==> src/cpu_pkg.sv <==
package cpu_pkg;

	// Datapath and instruction width
	localparam int XLEN = 16;

	// Register file geometry
	localparam int REG_COUNT = 16;
	localparam int REG_AW = 4;

	// Program memory holds 256 words
	localparam int IMEM_AW = 8;

	// Data memory holds 16 words
	localparam int DMEM_AW = 4;

	// Opcode field
	localparam int OPC_MSB = 15;
	localparam int OPC_LSB = 12;

	// Destination register field, also first source
	localparam int RD_MSB = 11;
	localparam int RD_LSB = 8;

	// Second source register field
	localparam int RS_MSB = 7;
	localparam int RS_LSB = 4;

	// Func code or 4-bit immediate
	localparam int FN_MSB = 3;
	localparam int FN_LSB = 0;

	// Top bit of the load-immediate byte
	localparam int IMM8_MSB = 7;

	// Top bit of the jump offset
	localparam int JOFF_MSB = 11;

	// Codes 8 to 15 are no-operations
	typedef enum logic [3:0] {
		OP_ALU  = 4'd0,
		OP_ADDI = 4'd1,
		OP_LI   = 4'd2,
		OP_LW   = 4'd3,
		OP_SW   = 4'd4,
		OP_BEQ  = 4'd5,
		OP_JMP  = 4'd6,
		OP_HALT = 4'd7
	} opcode_t;

	// Carried directly in the func field of OP_ALU
	typedef enum logic [3:0] {
		ALU_ADD = 4'd0,
		ALU_SUB = 4'd1,
		ALU_AND = 4'd2,
		ALU_OR  = 4'd3,
		ALU_XOR = 4'd4,
		ALU_SLL = 4'd5,
		ALU_SRL = 4'd6
	} alu_op_t;

	// Operand source select
	typedef enum logic [1:0] {
		FWD_REG = 2'd0,
		FWD_S2  = 2'd1,
		FWD_S3  = 2'd2
	} fwd_sel_t;

endpackage

==> src/pipe_ifs.sv <==
`timescale 1ns/1ps

// Stage 1 to stage 2 bundle, all registered in decode
interface stage_if;
	logic valid;
	cpu_pkg::alu_op_t alu_op;
	logic [cpu_pkg::XLEN-1:0] a;
	logic [cpu_pkg::XLEN-1:0] b;
	logic [cpu_pkg::XLEN-1:0] store_data;
	logic [cpu_pkg::REG_AW-1:0] rd;
	logic reg_wr;
	logic mem_rd;
	logic mem_wr;
	logic halt;

	modport producer (output valid, alu_op, a, b, store_data, rd, reg_wr, mem_rd, mem_wr, halt);
	modport consumer (input valid, alu_op, a, b, store_data, rd, reg_wr, mem_rd, mem_wr, halt);
	// Hazard unit only needs the load destination
	modport monitor (input rd, reg_wr);
endinterface

// Results in flight from stage 2 and stage 3
interface fwd_if;
	logic s2_wr;
	logic [cpu_pkg::REG_AW-1:0] s2_rd;
	logic s2_is_load;
	logic [cpu_pkg::XLEN-1:0] s2_result;
	logic s3_wr;
	logic [cpu_pkg::REG_AW-1:0] s3_rd;
	logic [cpu_pkg::XLEN-1:0] s3_data;

	modport source (output s2_wr, s2_rd, s2_is_load, s2_result, s3_wr, s3_rd, s3_data);
	modport sink (input s2_wr, s2_rd, s2_is_load, s2_result, s3_wr, s3_rd, s3_data);
endinterface

==> src/decode_stage.sv <==
`timescale 1ns/1ps

module decode_stage (
	input logic clk,
	input logic reset,
	input logic [cpu_pkg::XLEN-1:0] pc,
	input logic [cpu_pkg::XLEN-1:0] instr,
	input logic stall,
	input cpu_pkg::fwd_sel_t fwd_a,
	input cpu_pkg::fwd_sel_t fwd_b,
	fwd_if.sink fw,
	stage_if.producer st,
	output logic branch_taken,
	output logic [cpu_pkg::XLEN-1:0] branch_target,
	output logic halt_seen,
	output logic [cpu_pkg::REG_AW-1:0] ra1,
	output logic [cpu_pkg::REG_AW-1:0] ra2,
	output logic [cpu_pkg::REG_AW-1:0] rs_a,
	output logic [cpu_pkg::REG_AW-1:0] rs_b,
	output logic uses_a,
	output logic uses_b,
	input logic [cpu_pkg::XLEN-1:0] rd1,
	input logic [cpu_pkg::XLEN-1:0] rd2
);

	cpu_pkg::opcode_t op;
	logic [cpu_pkg::REG_AW-1:0] rd_f;
	logic [cpu_pkg::REG_AW-1:0] rs_f;
	logic [cpu_pkg::FN_MSB-cpu_pkg::FN_LSB:0] imm4;
	logic [cpu_pkg::XLEN-1:0] imm4_sx;
	logic [cpu_pkg::XLEN-1:0] imm8_sx;
	logic [cpu_pkg::XLEN-1:0] joff_sx;
	logic [cpu_pkg::XLEN-1:0] pc_inc;
	// Forwarded values of the rd and rs fields
	logic [cpu_pkg::XLEN-1:0] opa;
	logic [cpu_pkg::XLEN-1:0] opb;
	// Halt already sent down the pipe
	logic halt_done;
	cpu_pkg::alu_op_t n_op;
	logic [cpu_pkg::XLEN-1:0] n_a;
	logic [cpu_pkg::XLEN-1:0] n_b;
	logic n_reg_wr;
	logic n_mem_rd;
	logic n_mem_wr;
	logic n_halt;

	function automatic logic [cpu_pkg::XLEN-1:0] fwd_mux(
		input cpu_pkg::fwd_sel_t sel,
		input logic [cpu_pkg::XLEN-1:0] reg_val,
		input logic [cpu_pkg::XLEN-1:0] s2_val,
		input logic [cpu_pkg::XLEN-1:0] s3_val
	);
		case (sel)
			cpu_pkg::FWD_S2: return s2_val;
			cpu_pkg::FWD_S3: return s3_val;
			default: return reg_val;
		endcase
	endfunction

	// Field split
	assign op = cpu_pkg::opcode_t'(instr[cpu_pkg::OPC_MSB:cpu_pkg::OPC_LSB]);
	assign rd_f = instr[cpu_pkg::RD_MSB:cpu_pkg::RD_LSB];
	assign rs_f = instr[cpu_pkg::RS_MSB:cpu_pkg::RS_LSB];
	assign imm4 = instr[cpu_pkg::FN_MSB:cpu_pkg::FN_LSB];

	// Sign extension of the three immediate sizes
	assign imm4_sx = cpu_pkg::XLEN'($signed(imm4));
	assign imm8_sx = cpu_pkg::XLEN'($signed(instr[cpu_pkg::IMM8_MSB:0]));
	assign joff_sx = cpu_pkg::XLEN'($signed(instr[cpu_pkg::JOFF_MSB:0]));

	// Port 1 reads rd, port 2 reads rs
	assign ra1 = rd_f;
	assign ra2 = rs_f;
	assign rs_a = rd_f;
	assign rs_b = rs_f;

	assign opa = fwd_mux(fwd_a, rd1, fw.s2_result, fw.s3_data);
	assign opb = fwd_mux(fwd_b, rd2, fw.s2_result, fw.s3_data);

	// Branches resolve here, so nothing behind them needs flushing
	assign pc_inc = pc + cpu_pkg::XLEN'(1);
	assign branch_target = (op == cpu_pkg::OP_JMP) ? pc_inc + joff_sx : pc_inc + imm4_sx;
	assign branch_taken = (op == cpu_pkg::OP_JMP) || ((op == cpu_pkg::OP_BEQ) && (opa == opb));
	assign halt_seen = (op == cpu_pkg::OP_HALT);

	// Decoder and operand build
	always_comb begin
		n_op = cpu_pkg::ALU_ADD;
		n_a = opa;
		n_b = opb;
		n_reg_wr = 1'b0;
		n_mem_rd = 1'b0;
		n_mem_wr = 1'b0;
		n_halt = 1'b0;
		uses_a = 1'b0;
		uses_b = 1'b0;
		case (op)
			cpu_pkg::OP_ALU: begin
				// rd = rd op rs
				n_op = cpu_pkg::alu_op_t'(imm4);
				n_reg_wr = 1'b1;
				uses_a = 1'b1;
				uses_b = 1'b1;
			end
			cpu_pkg::OP_ADDI: begin
				n_a = opb;
				n_b = imm4_sx;
				n_reg_wr = 1'b1;
				uses_b = 1'b1;
			end
			cpu_pkg::OP_LI: begin
				n_a = '0;
				n_b = imm8_sx;
				n_reg_wr = 1'b1;
			end
			cpu_pkg::OP_LW: begin
				// Address is rs plus offset
				n_a = opb;
				n_b = imm4_sx;
				n_reg_wr = 1'b1;
				n_mem_rd = 1'b1;
				uses_b = 1'b1;
			end
			cpu_pkg::OP_SW: begin
				n_a = opb;
				n_b = imm4_sx;
				n_mem_wr = 1'b1;
				uses_a = 1'b1;
				uses_b = 1'b1;
			end
			cpu_pkg::OP_BEQ: begin
				// Comparator needs both, even though nothing is written
				uses_a = 1'b1;
				uses_b = 1'b1;
			end
			cpu_pkg::OP_HALT: begin
				n_halt = 1'b1;
			end
			default: begin
				// Jump and unused codes pass as no-ops
				n_halt = 1'b0;
			end
		endcase
	end

	// Control half of the stage register
	always_ff @(posedge clk) begin
		if (reset) begin
			st.valid <= 1'b0;
			st.reg_wr <= 1'b0;
			st.mem_rd <= 1'b0;
			st.mem_wr <= 1'b0;
			st.halt <= 1'b0;
			halt_done <= 1'b0;
		end else begin
			// Bubble on stall and after the halt has gone
			st.valid <= !stall && !halt_done;
			st.reg_wr <= n_reg_wr;
			st.mem_rd <= n_mem_rd;
			st.mem_wr <= n_mem_wr;
			st.halt <= n_halt;
			if (!stall && n_halt) begin
				halt_done <= 1'b1;
			end
		end
	end

	// Payload half
	always_ff @(posedge clk) begin
		st.alu_op <= n_op;
		st.a <= n_a;
		st.b <= n_b;
		st.store_data <= opa;
		st.rd <= rd_f;
	end

endmodule

==> src/flat_wrapper.sv <==
// flat-port wrapper written by rule: the top's interface ports become plain ports
module decode_stage_flat 
  (clk, reset, pc, instr, stall, fwd_a, fwd_b, branch_taken, branch_target, halt_seen, ra1, ra2, rs_a, rs_b, uses_a, uses_b, rd1, rd2, fw_s2_wr, fw_s2_rd, fw_s2_is_load, fw_s2_result, fw_s3_wr, fw_s3_rd, fw_s3_data, st_valid, st_alu_op, st_a, st_b, st_store_data, st_rd, st_reg_wr, st_mem_rd, st_mem_wr, st_halt);
  fwd_if fw_i ();
  stage_if st_i ();
  input logic clk;
  input logic reset;
  input logic [cpu_pkg::XLEN-1:0] pc;
  input logic [cpu_pkg::XLEN-1:0] instr;
  input logic stall;
  input cpu_pkg::fwd_sel_t fwd_a;
  input cpu_pkg::fwd_sel_t fwd_b;
  output logic branch_taken;
  output logic [cpu_pkg::XLEN-1:0] branch_target;
  output logic halt_seen;
  output logic [cpu_pkg::REG_AW-1:0] ra1;
  output logic [cpu_pkg::REG_AW-1:0] ra2;
  output logic [cpu_pkg::REG_AW-1:0] rs_a;
  output logic [cpu_pkg::REG_AW-1:0] rs_b;
  output logic uses_a;
  output logic uses_b;
  input logic [cpu_pkg::XLEN-1:0] rd1;
  input logic [cpu_pkg::XLEN-1:0] rd2;
  input wire logic [$bits(fw_i.s2_wr)-1:0] fw_s2_wr;
  input wire logic [$bits(fw_i.s2_rd)-1:0] fw_s2_rd;
  input wire logic [$bits(fw_i.s2_is_load)-1:0] fw_s2_is_load;
  input wire logic [$bits(fw_i.s2_result)-1:0] fw_s2_result;
  input wire logic [$bits(fw_i.s3_wr)-1:0] fw_s3_wr;
  input wire logic [$bits(fw_i.s3_rd)-1:0] fw_s3_rd;
  input wire logic [$bits(fw_i.s3_data)-1:0] fw_s3_data;
  output wire logic [$bits(st_i.valid)-1:0] st_valid;
  output wire logic [$bits(st_i.alu_op)-1:0] st_alu_op;
  output wire logic [$bits(st_i.a)-1:0] st_a;
  output wire logic [$bits(st_i.b)-1:0] st_b;
  output wire logic [$bits(st_i.store_data)-1:0] st_store_data;
  output wire logic [$bits(st_i.rd)-1:0] st_rd;
  output wire logic [$bits(st_i.reg_wr)-1:0] st_reg_wr;
  output wire logic [$bits(st_i.mem_rd)-1:0] st_mem_rd;
  output wire logic [$bits(st_i.mem_wr)-1:0] st_mem_wr;
  output wire logic [$bits(st_i.halt)-1:0] st_halt;
  assign fw_i.s2_wr = fw_s2_wr;
  assign fw_i.s2_rd = fw_s2_rd;
  assign fw_i.s2_is_load = fw_s2_is_load;
  assign fw_i.s2_result = fw_s2_result;
  assign fw_i.s3_wr = fw_s3_wr;
  assign fw_i.s3_rd = fw_s3_rd;
  assign fw_i.s3_data = fw_s3_data;
  assign st_valid = st_i.valid;
  assign st_alu_op = st_i.alu_op;
  assign st_a = st_i.a;
  assign st_b = st_i.b;
  assign st_store_data = st_i.store_data;
  assign st_rd = st_i.rd;
  assign st_reg_wr = st_i.reg_wr;
  assign st_mem_rd = st_i.mem_rd;
  assign st_mem_wr = st_i.mem_wr;
  assign st_halt = st_i.halt;
  decode_stage u_core (.clk(clk), .reset(reset), .pc(pc), .instr(instr), .stall(stall), .fwd_a(fwd_a), .fwd_b(fwd_b), .fw(fw_i), .st(st_i), .branch_taken(branch_taken), .branch_target(branch_target), .halt_seen(halt_seen), .ra1(ra1), .ra2(ra2), .rs_a(rs_a), .rs_b(rs_b), .uses_a(uses_a), .uses_b(uses_b), .rd1(rd1), .rd2(rd2));
endmodule
==> config.mk <==
export PLATFORM = sky130hd
export DESIGN_NAME = decode_stage_flat
export DESIGN_NICKNAME = d
export VERILOG_FILES = /design/src/cpu_pkg.sv /design/src/pipe_ifs.sv /design/src/decode_stage.sv /design/src/flat_wrapper.sv
export SDC_FILE = /design/constraint.sdc
export NUM_CORES = 1
export LEC_CHECK = 0
export ABC_AREA = 1
export BUFFER_PORTS_ARGS = -buffer_cell sky130_fd_sc_hd__buf_2
export CORE_MARGIN = 2
export CORE_UTILIZATION = 50
export DETAILED_ROUTE_END_ITERATION = 6
export PLACE_DENSITY = 0.87
export SLEW_MARGIN = 10
export SYNTH_ARGS = -nofsm -noshare
export SYNTH_HDL_FRONTEND = slang
export SYNTH_SLANG_ARGS = --single-unit
==> constraint.sdc <==
create_clock -name clk -period 6.3 [get_ports clk]
set_clock_uncertainty 0.15 [all_clocks]
set_input_delay 0.315 -clock clk [delete_from_list [all_inputs] [get_ports clk]]
set_output_delay 0.315 -clock clk [all_outputs]
set_load 0.02 [all_outputs]
==> qor.yml, run 1 <==
ant_nets: 0
dr.first_iter.drc_count: 221
synth-simple-area-share_pct: 32.7
slew_viol_final: 0
synthFlopType: "dfxtp_1"
muxShareOfSynthArea_pct: 0
clkSlewWorstSetupHoldPaths_ps: 70
hold_viol_final: 0
num_antenna_cells: 0
tritoncts: "built"
grt_overflow: 0
final_cell_mix: "buf_2, nand2_1, inv_1, dfxtp_1, nand3_1"
gp_congestion: 0.862
wire_per_inst_um: 13.0
syn_inst: 619
initial_core_util_pct: 51.2
cp.arrival_ps: 2730
dp_hpwl_mm: 9.38
grt_pass1_vias: 3927
synth_edf_count: 0
start_kind: "input port"
finalCriticalPeriod_ps: 3200
worstSetupStartpoint: "pc[0]"
grt.total_usage_pct: 25.5
period_share_pct: 50.8
r2r_start: "u_core.halt_done$_SDFFE_PP0P_"
drive_gt1_share_pct: 31.1
cts_max_level: 3
viasPerCell: 4.98
portBuffers: 199
synthAdderAreaFrac_pct: 6.79
yosysWarnings: 0
num_rows: 33
maxCapViolCount: 0
grt_max_degree: 33
ys_seq_area_share_pct: 29.8
antenna_found_initial: 0
pwr_density_cell_nw_per_um2: 249
avgSynthCellArea_um2: 6.73
grt_pass1_wl_mm: 18.0
async_reset_ff_share_pct: 0
worst_pin_slew_ps: 682
critPathCaptureType: "output port"
worstPathRequired_ps: 5830
fin_tns_setup_ps: 0
postCtsSetupBuffers: 0
fin_nets: 937
fp.dieArea_um2: 9080
ys_ff_latch: 62
area_delta_synth_final_pct: 26.8
peakVddDrop_mv: 0.151
syn_area_um2: 4170
synth_cell_types: 39
crit_fanout: 3
final_common_cell: "buf_2"
p_leak_nw: 2.99
postSynthNetCount: 755
die_h_um: 95.3
finish.utilization_pct: 65.0
rsz0062_at_grt: "false"
dr_total_vias: 4530
cts_resized: 0
slew_headroom_pct: 54.5
dr.pass1.iters: 5
critPathKind: "input port to output port"
synth-xor-area-share_pct: 4.62
numCtsBuffers: 9
hold_class: "input port to flip-flop"
dieWidth_um: 95.3
core_um2: 8130
max_freq_mhz: 313
setup_violations: 0
finalWirelength_mm: 11.8
synth_top_family_by_area: "simple AND/OR/NAND/NOR gates"
min_from: "instr[14]"
numClockSinks: 62
io_pins: 211
drcViolationCount: 0
clk_latency_ps: 340
root_buffer: "clkbuf_8"
ctsHoldBuffers: 5
status: "completed"
cts_buffer_depth: 2
synth_compound_area_share_pct: 11.7
==> registers in the layout, summed over array words and instances (netlist names), 4 cells and up <==
| name | count |
|---|---|
| u_core.st.store_data | 16 |
| u_core.st.b | 16 |
| u_core.st.rd | 4 |
| u_core.st.alu_op | 4 |
| u_core.st.a | 16 |
==> per-layer routing <==
metal	wire (µm)	vias up	part of all wire [%]	track usage (%)
met5	0	-	0	0
met4	263	0	2.2	10.4
met3	916	20	7.8	5.77
met2	5720	187	49	44.0
met1	4890	2009	41	30.4
li1	-	2314	-	-
==> metrics by stage <==
stage | hold WS, ps | worst slack [ps] | power, mW | cell area (µm²) | instances
6_report | 42.1 | 3100 | 1.32 | 5290 | 910
5_1_grt | 38.0 | 2780 | 1.40 | 5290 | 910
4_1_cts | 31.9 | 3090 | 1.32 | 5290 | 910
3_5_place_dp | 277 | 3100 | 0.962 | 5030 | 890
3_3_place_gp | 274 | 3160 | 0.953 | 5030 | 890
2_1_floorplan | 193 | 3400 | 0.806 | 4170 | 619
==> final timing paths <==
kind / to / slack [ps] / depth (start not counted)
worst max-delay path: branch_target[13] / 3100 / 19
worst min-delay path: u_core.st.mem_rd$_SDFF_PP0_ / 40 / 2
worst max register to register: u_core.halt_done$_SDFFE_PP0P_ / 5530 / 1
worst min register to register: u_core.st.valid$_SDFF_PP0_ / 290 / 1
==> worst max-delay path: stages <==
cell and delay [ps]:
buf_2 100, ha_1 170, nand2_1 60, nor2_1 190, nand4_1 160, inv_1 100, nand3_1 90, nor2_1 120
xnor2_1 140, inv_1 90, ha_1 290, nand2_1 80, nor2_1 150, inv_1 50, o21ai_0 140, a21oi_1 60
nand2_1 80, xor2_1 150, buf_2 180
==> logic make-up after synthesis <==
group | after synthesis
simple gates | 306
xor+xnor | 22
flops | 62
compound gates | 85
buf+inv | 122
fa+ha+maj | 22
==> power by group <==
| part | switching [mW] | total (mW) | internal [mW] |
|---|---|---|---|
| combinational | 0.329 | 0.504 | 0.175 |
| clock | 0.158 | 0.361 | 0.203 |
| sequential | 0.0114 | 0.453 | 0.442 |
| total | 0.498 | 1.32 | 0.820 |
==> Yosys cell counts (2+ instances only) <==
library cell	instances	area [µm²]
or2_2	9	56.3
o21ai_0	23	115
nand2_2	4	25.0
nor2_1	29	109
buf_2	4	20.0
buf_4	22	165
buf_6	7	78.8
inv_2	10	37.5
a31oi_1	2	12.5
ha_1	21	263
a21o_1	3	22.5
inv_1	78	293
o22ai_1	17	106
nand3_1	53	265
o21ai_1	16	80.1
a21oi_1	17	85.1
or2_0	6	37.5
nor2_4	3	33.8
o31ai_1	2	15.0
nand2_1	180	676
or2_1	5	31.3
xnor2_1	7	61.3
nand2_4	2	22.5
nand4_1	3	18.8
nor3_1	7	35.0
dfxtp_1	62	1240
xor2_1	15	131
==> cell type report <==
| type | count | area (µm²) |
|---|---|---|
| Clock inverter | 4 | 53.8 |
| Inverter | 89 | 337 |
| Tap cell | 105 | 131 |
| Sequential cell | 62 | 1240 |
| Multi-Input combinational cell | 435 | 2320 |
| Clock buffer | 11 | 151 |
| Fill cell | 774 | 2850 |
| Timing Repair Buffer | 204 | 1050 |
Power figures use the tool's default switching activity.
==> run 2, diff against run 1 <==
Settings changed: ABC_AREA 1 to 0, CORE_UTILIZATION 50 to 45, PLACE_DENSITY 0.87 to 0.82.
Clock period 6.3 ns to 3.3 ns, I/O delays scaled along.
==> run 2 against run 1 <==
Compared with the run above: final area down 3.6%; critical path depth down 8; clock-buffer cell count down 1; non-clock buffer count up 26; core utilization down 2.0 points; largest cell class unchanged; combinational power up 80%; highest routed layer unchanged.
==> qor.yml, run 2 <==
numCtsBuffers: 9  # unchanged
synth_top_family_by_area: "compound AO/OA/AOI/OAI gates"  # was simple AND/OR/NAND/NOR gates
final_cell_mix: "buf_2, dfxtp_1, o21ai_0, nand2_1, nand3_1"  # was buf_2, nand2_1, inv_1, dfxtp_1, nand3_1
ys_ff_latch: 62  # unchanged
critPathKind: "input port to output port"  # unchanged
synth-simple-area-share_pct: 16.1  # was 32.7%
place_ws_ps: 247  # was 3100 ps
yosysWarnings: 0  # unchanged
syn_area_um2: 3710  # was 4170 µm²
finish.utilization_pct: 63.0  # was 65.0%
root_buffer: "clkbuf_8"  # unchanged
worstPathRequired_ps: 2980  # was 5830 ps
dp_cells: 708  # was 890
worst_pin_slew_ps: 820  # was 682 ps
area_delta_synth_final_pct: 37.2  # was 26.8%
clkSlewWorstSetupHoldPaths_ps: 60  # was 70 ps
status: "completed"  # unchanged
wire_per_inst_um: 15.2  # was 13.0 µm
start_kind: "input port"  # unchanged
crit_fanout: 3  # unchanged
max_freq_mhz: 321
grt_pass1_vias: 3822  # was 3,927
maxCapViolCount: 0  # unchanged
yosysTopAreaCell: "dfxtp_1"  # unchanged
synth-xor-area-share_pct: 10.6  # was 4.62%
finalWirelength_mm: 11.4  # was 11.8 mm
period_share_pct: 94.5
fin_nets: 773  # was 937
rsz0062_at_grt: "false"  # unchanged
avgSynthCellArea_um2: 8.54  # was 6.73 µm²
slew_headroom_pct: 44.8  # was 54.5%
dr_total_vias: 3949  # was 4,530
clk_latency_ps: 330  # was 340 ps
pwr_density_cell_nw_per_um2: 494  # was 249 nW/µm²
postSynthNetCount: 571  # was 755
tritoncts: "built"  # unchanged
crit_path_frequent_cell: "buf_2"
final_common_cell: "buf_2"  # unchanged
hold_viol_final: 0  # unchanged
synthTopCellsByCount: "dfxtp_1, o21ai_0, nand2_1"  # was nand2_1, inv_1, dfxtp_1
synth_compound_area_share_pct: 23.2  # was 11.7%
power_mw: 2.52  # was 1.32 mW
fin_tns_setup_ps: 0  # unchanged
postCtsSetupBuffers: 0  # unchanged
top_regs: "u_core.st.a x16, u_core.st.b x16, u_core.st.store_data x16"  # unchanged
dr.pass1.iters: 5  # unchanged
antenna_found_initial: 0  # unchanged
critPathCaptureType: "output port"  # unchanged
met1_usage_pct: 27.6  # was 30.4%
synth_cell_types: 51  # was 39
viasPerCell: 5.29  # was 4.98
setup_violations: 0  # unchanged
dieWidth_um: 94.8  # was 95.3 µm
slew_viol_final: 0  # unchanged
portBuffers: 199  # unchanged
crit_chain: "dlygate4sd3_1 -> buf_2 -> ha_1 -> fa_1 -> a21o_1 -> a21oi_2 -> o21a_1 -> o41ai_1 -> buf_4 -> o311ai_0 -> buf_2"  # was buf_2 -> ha_1 -> nand2_1 -> nor2_1 -> nand4_1 -> inv_1 -> nand3_1 -> nor2_1 -> xnor2_1 -> inv_1 -> ha_1 -> nand2_1 -> nor2_1 -> inv_1 -> o21ai_0 -> a21oi_1 -> nand2_1 -> xor2_1 -> buf_2
postLayoutCellArea_um2: 5090  # was 5290 µm²
p_leak_nw: 2.51  # was 2.99 nW
num_rows: 33  # unchanged
met2_usage_pct: 46.6  # was 44.0%
synth_top_area_share_pct: 33.4  # was 29.8%
gp_congestion: 0.896  # was 0.862
fp.dieArea_um2: 8990  # was 9080 µm²
synthFlopType: "dfxtp_1"  # unchanged
grt_overflow: 0  # unchanged
dr.first_iter.drc_count: 156  # was 221
drive_gt1_share_pct: 36.3  # was 31.1%
worst_slack_ps: 183  # was 3100 ps
hold-worst-slack_ps: 19.0  # was 42.1 ps
grt_pass1_wl_mm: 17.7  # was 18.0 mm
synth_edf_count: 0  # unchanged
syn_inst: 435  # was 619
initial_core_util_pct: 45.9  # was 51.2%
muxShareOfSynthArea_pct: 0  # unchanged
slowest_stage: "dlygate4sd3_1"  # was ha_1
async_reset_ff_share_pct: 0  # unchanged
io_pins: 211  # unchanged
synthAdderAreaFrac_pct: 7.61  # was 6.79%
dpl_cell_area_um2: 4620  # was 5030 µm²
busiest_layer: "met2"  # unchanged
ant_nets: 0  # unchanged
stdcell_count: 747  # was 910
ys_seq_area_share_pct: 33.4  # was 29.8%
hold_class: "input port to flip-flop"  # unchanged
synthTopCellsByArea: "dfxtp_1, o21ai_0, ha_1"  # was dfxtp_1, nand2_1, inv_1
cts_buffer_depth: 2  # unchanged
finalCriticalPeriod_ps: 3120
drcViolationCount: 0  # unchanged
crit_path_max_incr_delay_ps: 540  # was 290 ps
yosysMostFrequentCell: "dfxtp_1"  # was nand2_1
peakVddDrop_mv: 0.237  # was 0.151 mV
use_met3_pct: 5.03  # was 5.77%
die_h_um: 94.8  # was 95.3 µm
grt.total_usage_pct: 25.3  # was 25.5%
dp_hpwl_mm: 8.92  # was 9.38 mm
cp.arrival_ps: 2800  # was 2730 ps
core_um2: 8090  # was 8130 µm²
num_antenna_cells: 0  # unchanged
nFillCells: 734  # was 774
grt_max_degree: 34  # was 33
numClockSinks: 62  # unchanged
cts_max_level: 3  # unchanged
## run 2: cell type report
type / instances / area (µm²) / area share [%]
inverters: 16 / 60.1 / 1.18
multi-input cells: 318 / 2150 / 42.1
flip-flops and latches: 62 / 1240 / 24.4
repair buffers: 230 / 1290 / 25.2
well taps: 105 / 131 / 2.58
clock buffers: 10 / 138 / 2.70
clock inverters: 6 / 92.6 / 1.82
## run 2: logic make-up after synthesis
family          count (synthesis)
flops                          62
compound gates                134
xor+xnor                       44
simple gates                  118
fa+ha+maj                      22
buf+inv                        55
## run 2: where the power goes
group | switching, mW | internal, mW | leakage (nW)
Clock | 0.307 | 0.449 | 0.109
Sequential | 0.0198 | 0.835 | 0.518
Combinational | 0.561 | 0.344 | 1.88
Total | 0.888 | 1.63 | 2.51
## run 2: worst paths after layout
path                                   endpoint                          start  slack (ps)  cells past startpoint
hold / removal           u_core.st.b[6]$_DFF_P_                       instr[6]          20                      3
setup reg to reg     u_core.st.valid$_SDFF_PP0_  u_core.halt_done$_SDFFE_PP0P_        2040                      2
setup / recovery              branch_target[14]                       instr[0]         180                     11
hold reg to reg   u_core.halt_done$_SDFFE_PP0P_  u_core.halt_done$_SDFFE_PP0P_         340                      2
## run 2: timing repair
action	4_1_cts	5_1_grt
setup endpoints to repair	0	2
hold buffers	23	0
resized for setup	0	2
hold endpoints to repair	25	0
## run 2: critical path: cells and delay by family
kind                       cells  cell delay [ps]
adders and majority gates      2              620
buffers and inverters          4             1050
AOI/OAI and AO/OA              5              960
## run 2: per-layer routing
layer / vias to the layer above / routed length (µm)
li1: 1946 / -
met1: 1806 / 4340
met2: 172 / 5920
met3: 25 / 758
met4: 0 / 329
met5: - / 0
==> run 3, diff against run 2 <==
Settings changed: PLACE_DENSITY 0.82 to 0.84.
==> run 3 against run 2 <==
Compared with the run above: critical path depth down 1; setup slack got worse by 9.4 ps; core utilization is 0.17 points lower; first-iteration DRC count decreased by 4.5%; register-to-register slack about the same; maximum frequency is 0.30% lower; largest cell class unchanged; via count up 2.9%; non-clock buffer count is 3 higher; total power is 4.1% lower; routed wire length is 2.9% higher; clock power fell by 16%.
==> qor.yml, run 3 (synthesized netlist as in run 2, its figures left out) <==
grt.total_usage_pct: 25.2  # was 25.3%
wire_per_inst_um: 15.6  # was 15.2 µm
crit_fanout: 4  # was 3
grt_max_degree: 35  # was 34
drive_gt1_share_pct: 36.3  # about the same
status: "completed"  # unchanged
fin_tns_setup_ps: 0  # unchanged
hold_class: "input port to flip-flop"  # unchanged
cts_buffer_depth: 2  # unchanged
drcViolationCount: 0  # unchanged
num_rows: 33  # unchanged
nFillCells: 693  # was 734
hold_path_end: "u_core.st.halt$_SDFF_PP0_"  # was u_core.st.b[6]$_DFF_P_
slew_viol_final: 0  # unchanged
clk_latency_ps: 350  # was 330 ps
p_leak_nw: 2.51  # about the same
postCtsSetupBuffers: 0  # unchanged
stdcell_count: 750  # was 747
dr.pass1.iters: 5  # unchanged
period_share_pct: 94.7  # was 94.5%
reg2reg_to: "u_core.st.valid$_SDFF_PP0_"  # unchanged
tritoncts: "built"  # unchanged
top_regs: "u_core.st.a x16, u_core.st.b x16, u_core.st.store_data x16"  # unchanged
clkSlewWorstSetupHoldPaths_ps: 80  # was 60 ps
dp_hpwl_mm: 9.03  # was 8.92 mm
io_pins: 211  # unchanged
dr.first_iter.drc_count: 149  # was 156
min_from: "instr[12]"  # was instr[6]
r2r_setup_slack_ps: 2040  # about the same
antenna_found_initial: 0  # unchanged
max_freq_mhz: 320  # was 321 MHz
fin_nets: 776  # was 773
hold_viol_final: 0  # unchanged
ant_nets: 0  # unchanged
cp.arrival_ps: 2810  # was 2800 ps
r2r_start: "u_core.halt_done$_SDFFE_PP0P_"  # unchanged
portBuffers: 199  # unchanged
dr_total_vias: 4065  # was 3,949
postLayoutCellArea_um2: 5080  # was 5090 µm²
num_antenna_cells: 0  # unchanged
root_buffer: "clkbuf_8"  # unchanged
power_mw: 2.41  # was 2.52 mW
grt_pass1_vias: 3775  # was 3,822
critPathCaptureType: "output port"  # unchanged
numCtsBuffers: 9  # unchanged
maxCapViolCount: 0  # unchanged
worst_pin_slew_ps: 803  # was 820 ps
grt_overflow: 0  # unchanged
slew_headroom_pct: 46.0  # was 44.8%
cts_max_level: 3  # unchanged
fp.dieArea_um2: 8990  # unchanged
area_delta_synth_final_pct: 36.8  # was 37.2%
finalCriticalPeriod_ps: 3130  # was 3120 ps
setup_violations: 0  # unchanged
core_um2: 8090  # unchanged
min_delay_path_depth: 3  # unchanged
pwr_density_cell_nw_per_um2: 475  # was 494 nW/µm²
peakVddDrop_mv: 0.240  # was 0.237 mV
viasPerCell: 5.42  # was 5.29
initial_core_util_pct: 45.9  # unchanged
grt_pass1_wl_mm: 17.5  # was 17.7 mm
start_kind: "input port"  # unchanged
dpl_cell_area_um2: 4630  # was 4620 µm²
rsz0062_at_grt: "false"  # unchanged
critPathKind: "input port to output port"  # unchanged
worstPathRequired_ps: 2980  # about the same
dieWidth_um: 94.8  # unchanged
final_cell_mix: "buf_2, dfxtp_1, o21ai_0, nand2_1, nand3_1"  # unchanged
numClockSinks: 62  # unchanged
reg2reg_depth: 2  # unchanged
finalWirelength_mm: 11.7  # was 11.4 mm
dp_cells: 709  # was 708
die_h_um: 94.8  # unchanged
gp_congestion: 0.910  # was 0.896
final_common_cell: "buf_2"  # unchanged
==> run 3: repair_timing <==
item                       CTS  global route
hold buffers                25             0
hold endpoints to repair    28             0
setup endpoints to repair    0             1
resized for setup            0             5
==> run 3: worst max path at each step <==
stage | from | end | slack (ps) | cells after the start
global route | pc[0] | branch_target[15] | 1 | 13
finish | instr[1] | branch_target[15] | 170 | 10
floorplan | instr[15] | branch_target[14] | 240 | 11
detailed placement | pc[0] | branch_target[15] | 240 | 13
CTS | instr[3] | branch_target[14] | 70 | 12
global placement | pc[4] | branch_target[15] | 360 | 13
==> run 3: critical path, cell delays in order <==
cell and delay, ps:
dlygate4sd3_1 540, buf_2 150, ha_1 290, a21o_1 170, a21oi_1 220, o21ai_1 180, o41ai_2 560, o21a_1 240
xnor2_1 110, buf_2 180
==> run 3: metal layers <==
| metal | GRT usage [%] | vias up | share of wire, % |
|---|---|---|---|
| met3 | 5.35 | 28 | 8.3 |
| met2 | 46.9 | 217 | 51 |
| met4 | 10.3 | 0 | 2.7 |
| met1 | 27.6 | 1863 | 38 |
| li1 | - | 1957 | - |
| met5 | 0 | - | 0 |
==> run 3: power by group <==
| part | switching [mW] | total (mW) | internal (mW) |
|---|---|---|---|
| clock network | 0.350 | 0.639 | 0.289 |
| registers | 0.0210 | 0.855 | 0.834 |
| logic | 0.568 | 0.918 | 0.350 |
==> run 3: per-stage QoR <==
step           utilization [%]  hold slack [ps]  setup slack (ps)
6_report                  62.8             13.9               174
4_1_cts                   62.6            0.228              72.6
3_3_place_gp              57.2              156               357
3_5_place_dp              57.2              160               240
5_1_grt                   62.8             8.09              1.31
2_1_floorplan                -             42.7               242
==> run 3: layout make-up <==
type                            count  area [µm²]  area share [%]
Multi-Input combinational cell    318        2150            42.3
Timing Repair Buffer              233        1310            25.9
Sequential cell                    62        1240            24.4
Tap cell                          105         131            2.59
Clock buffer                        9         124            2.44
Clock inverter                      7        63.8            1.26
Inverter                           16        60.1            1.18
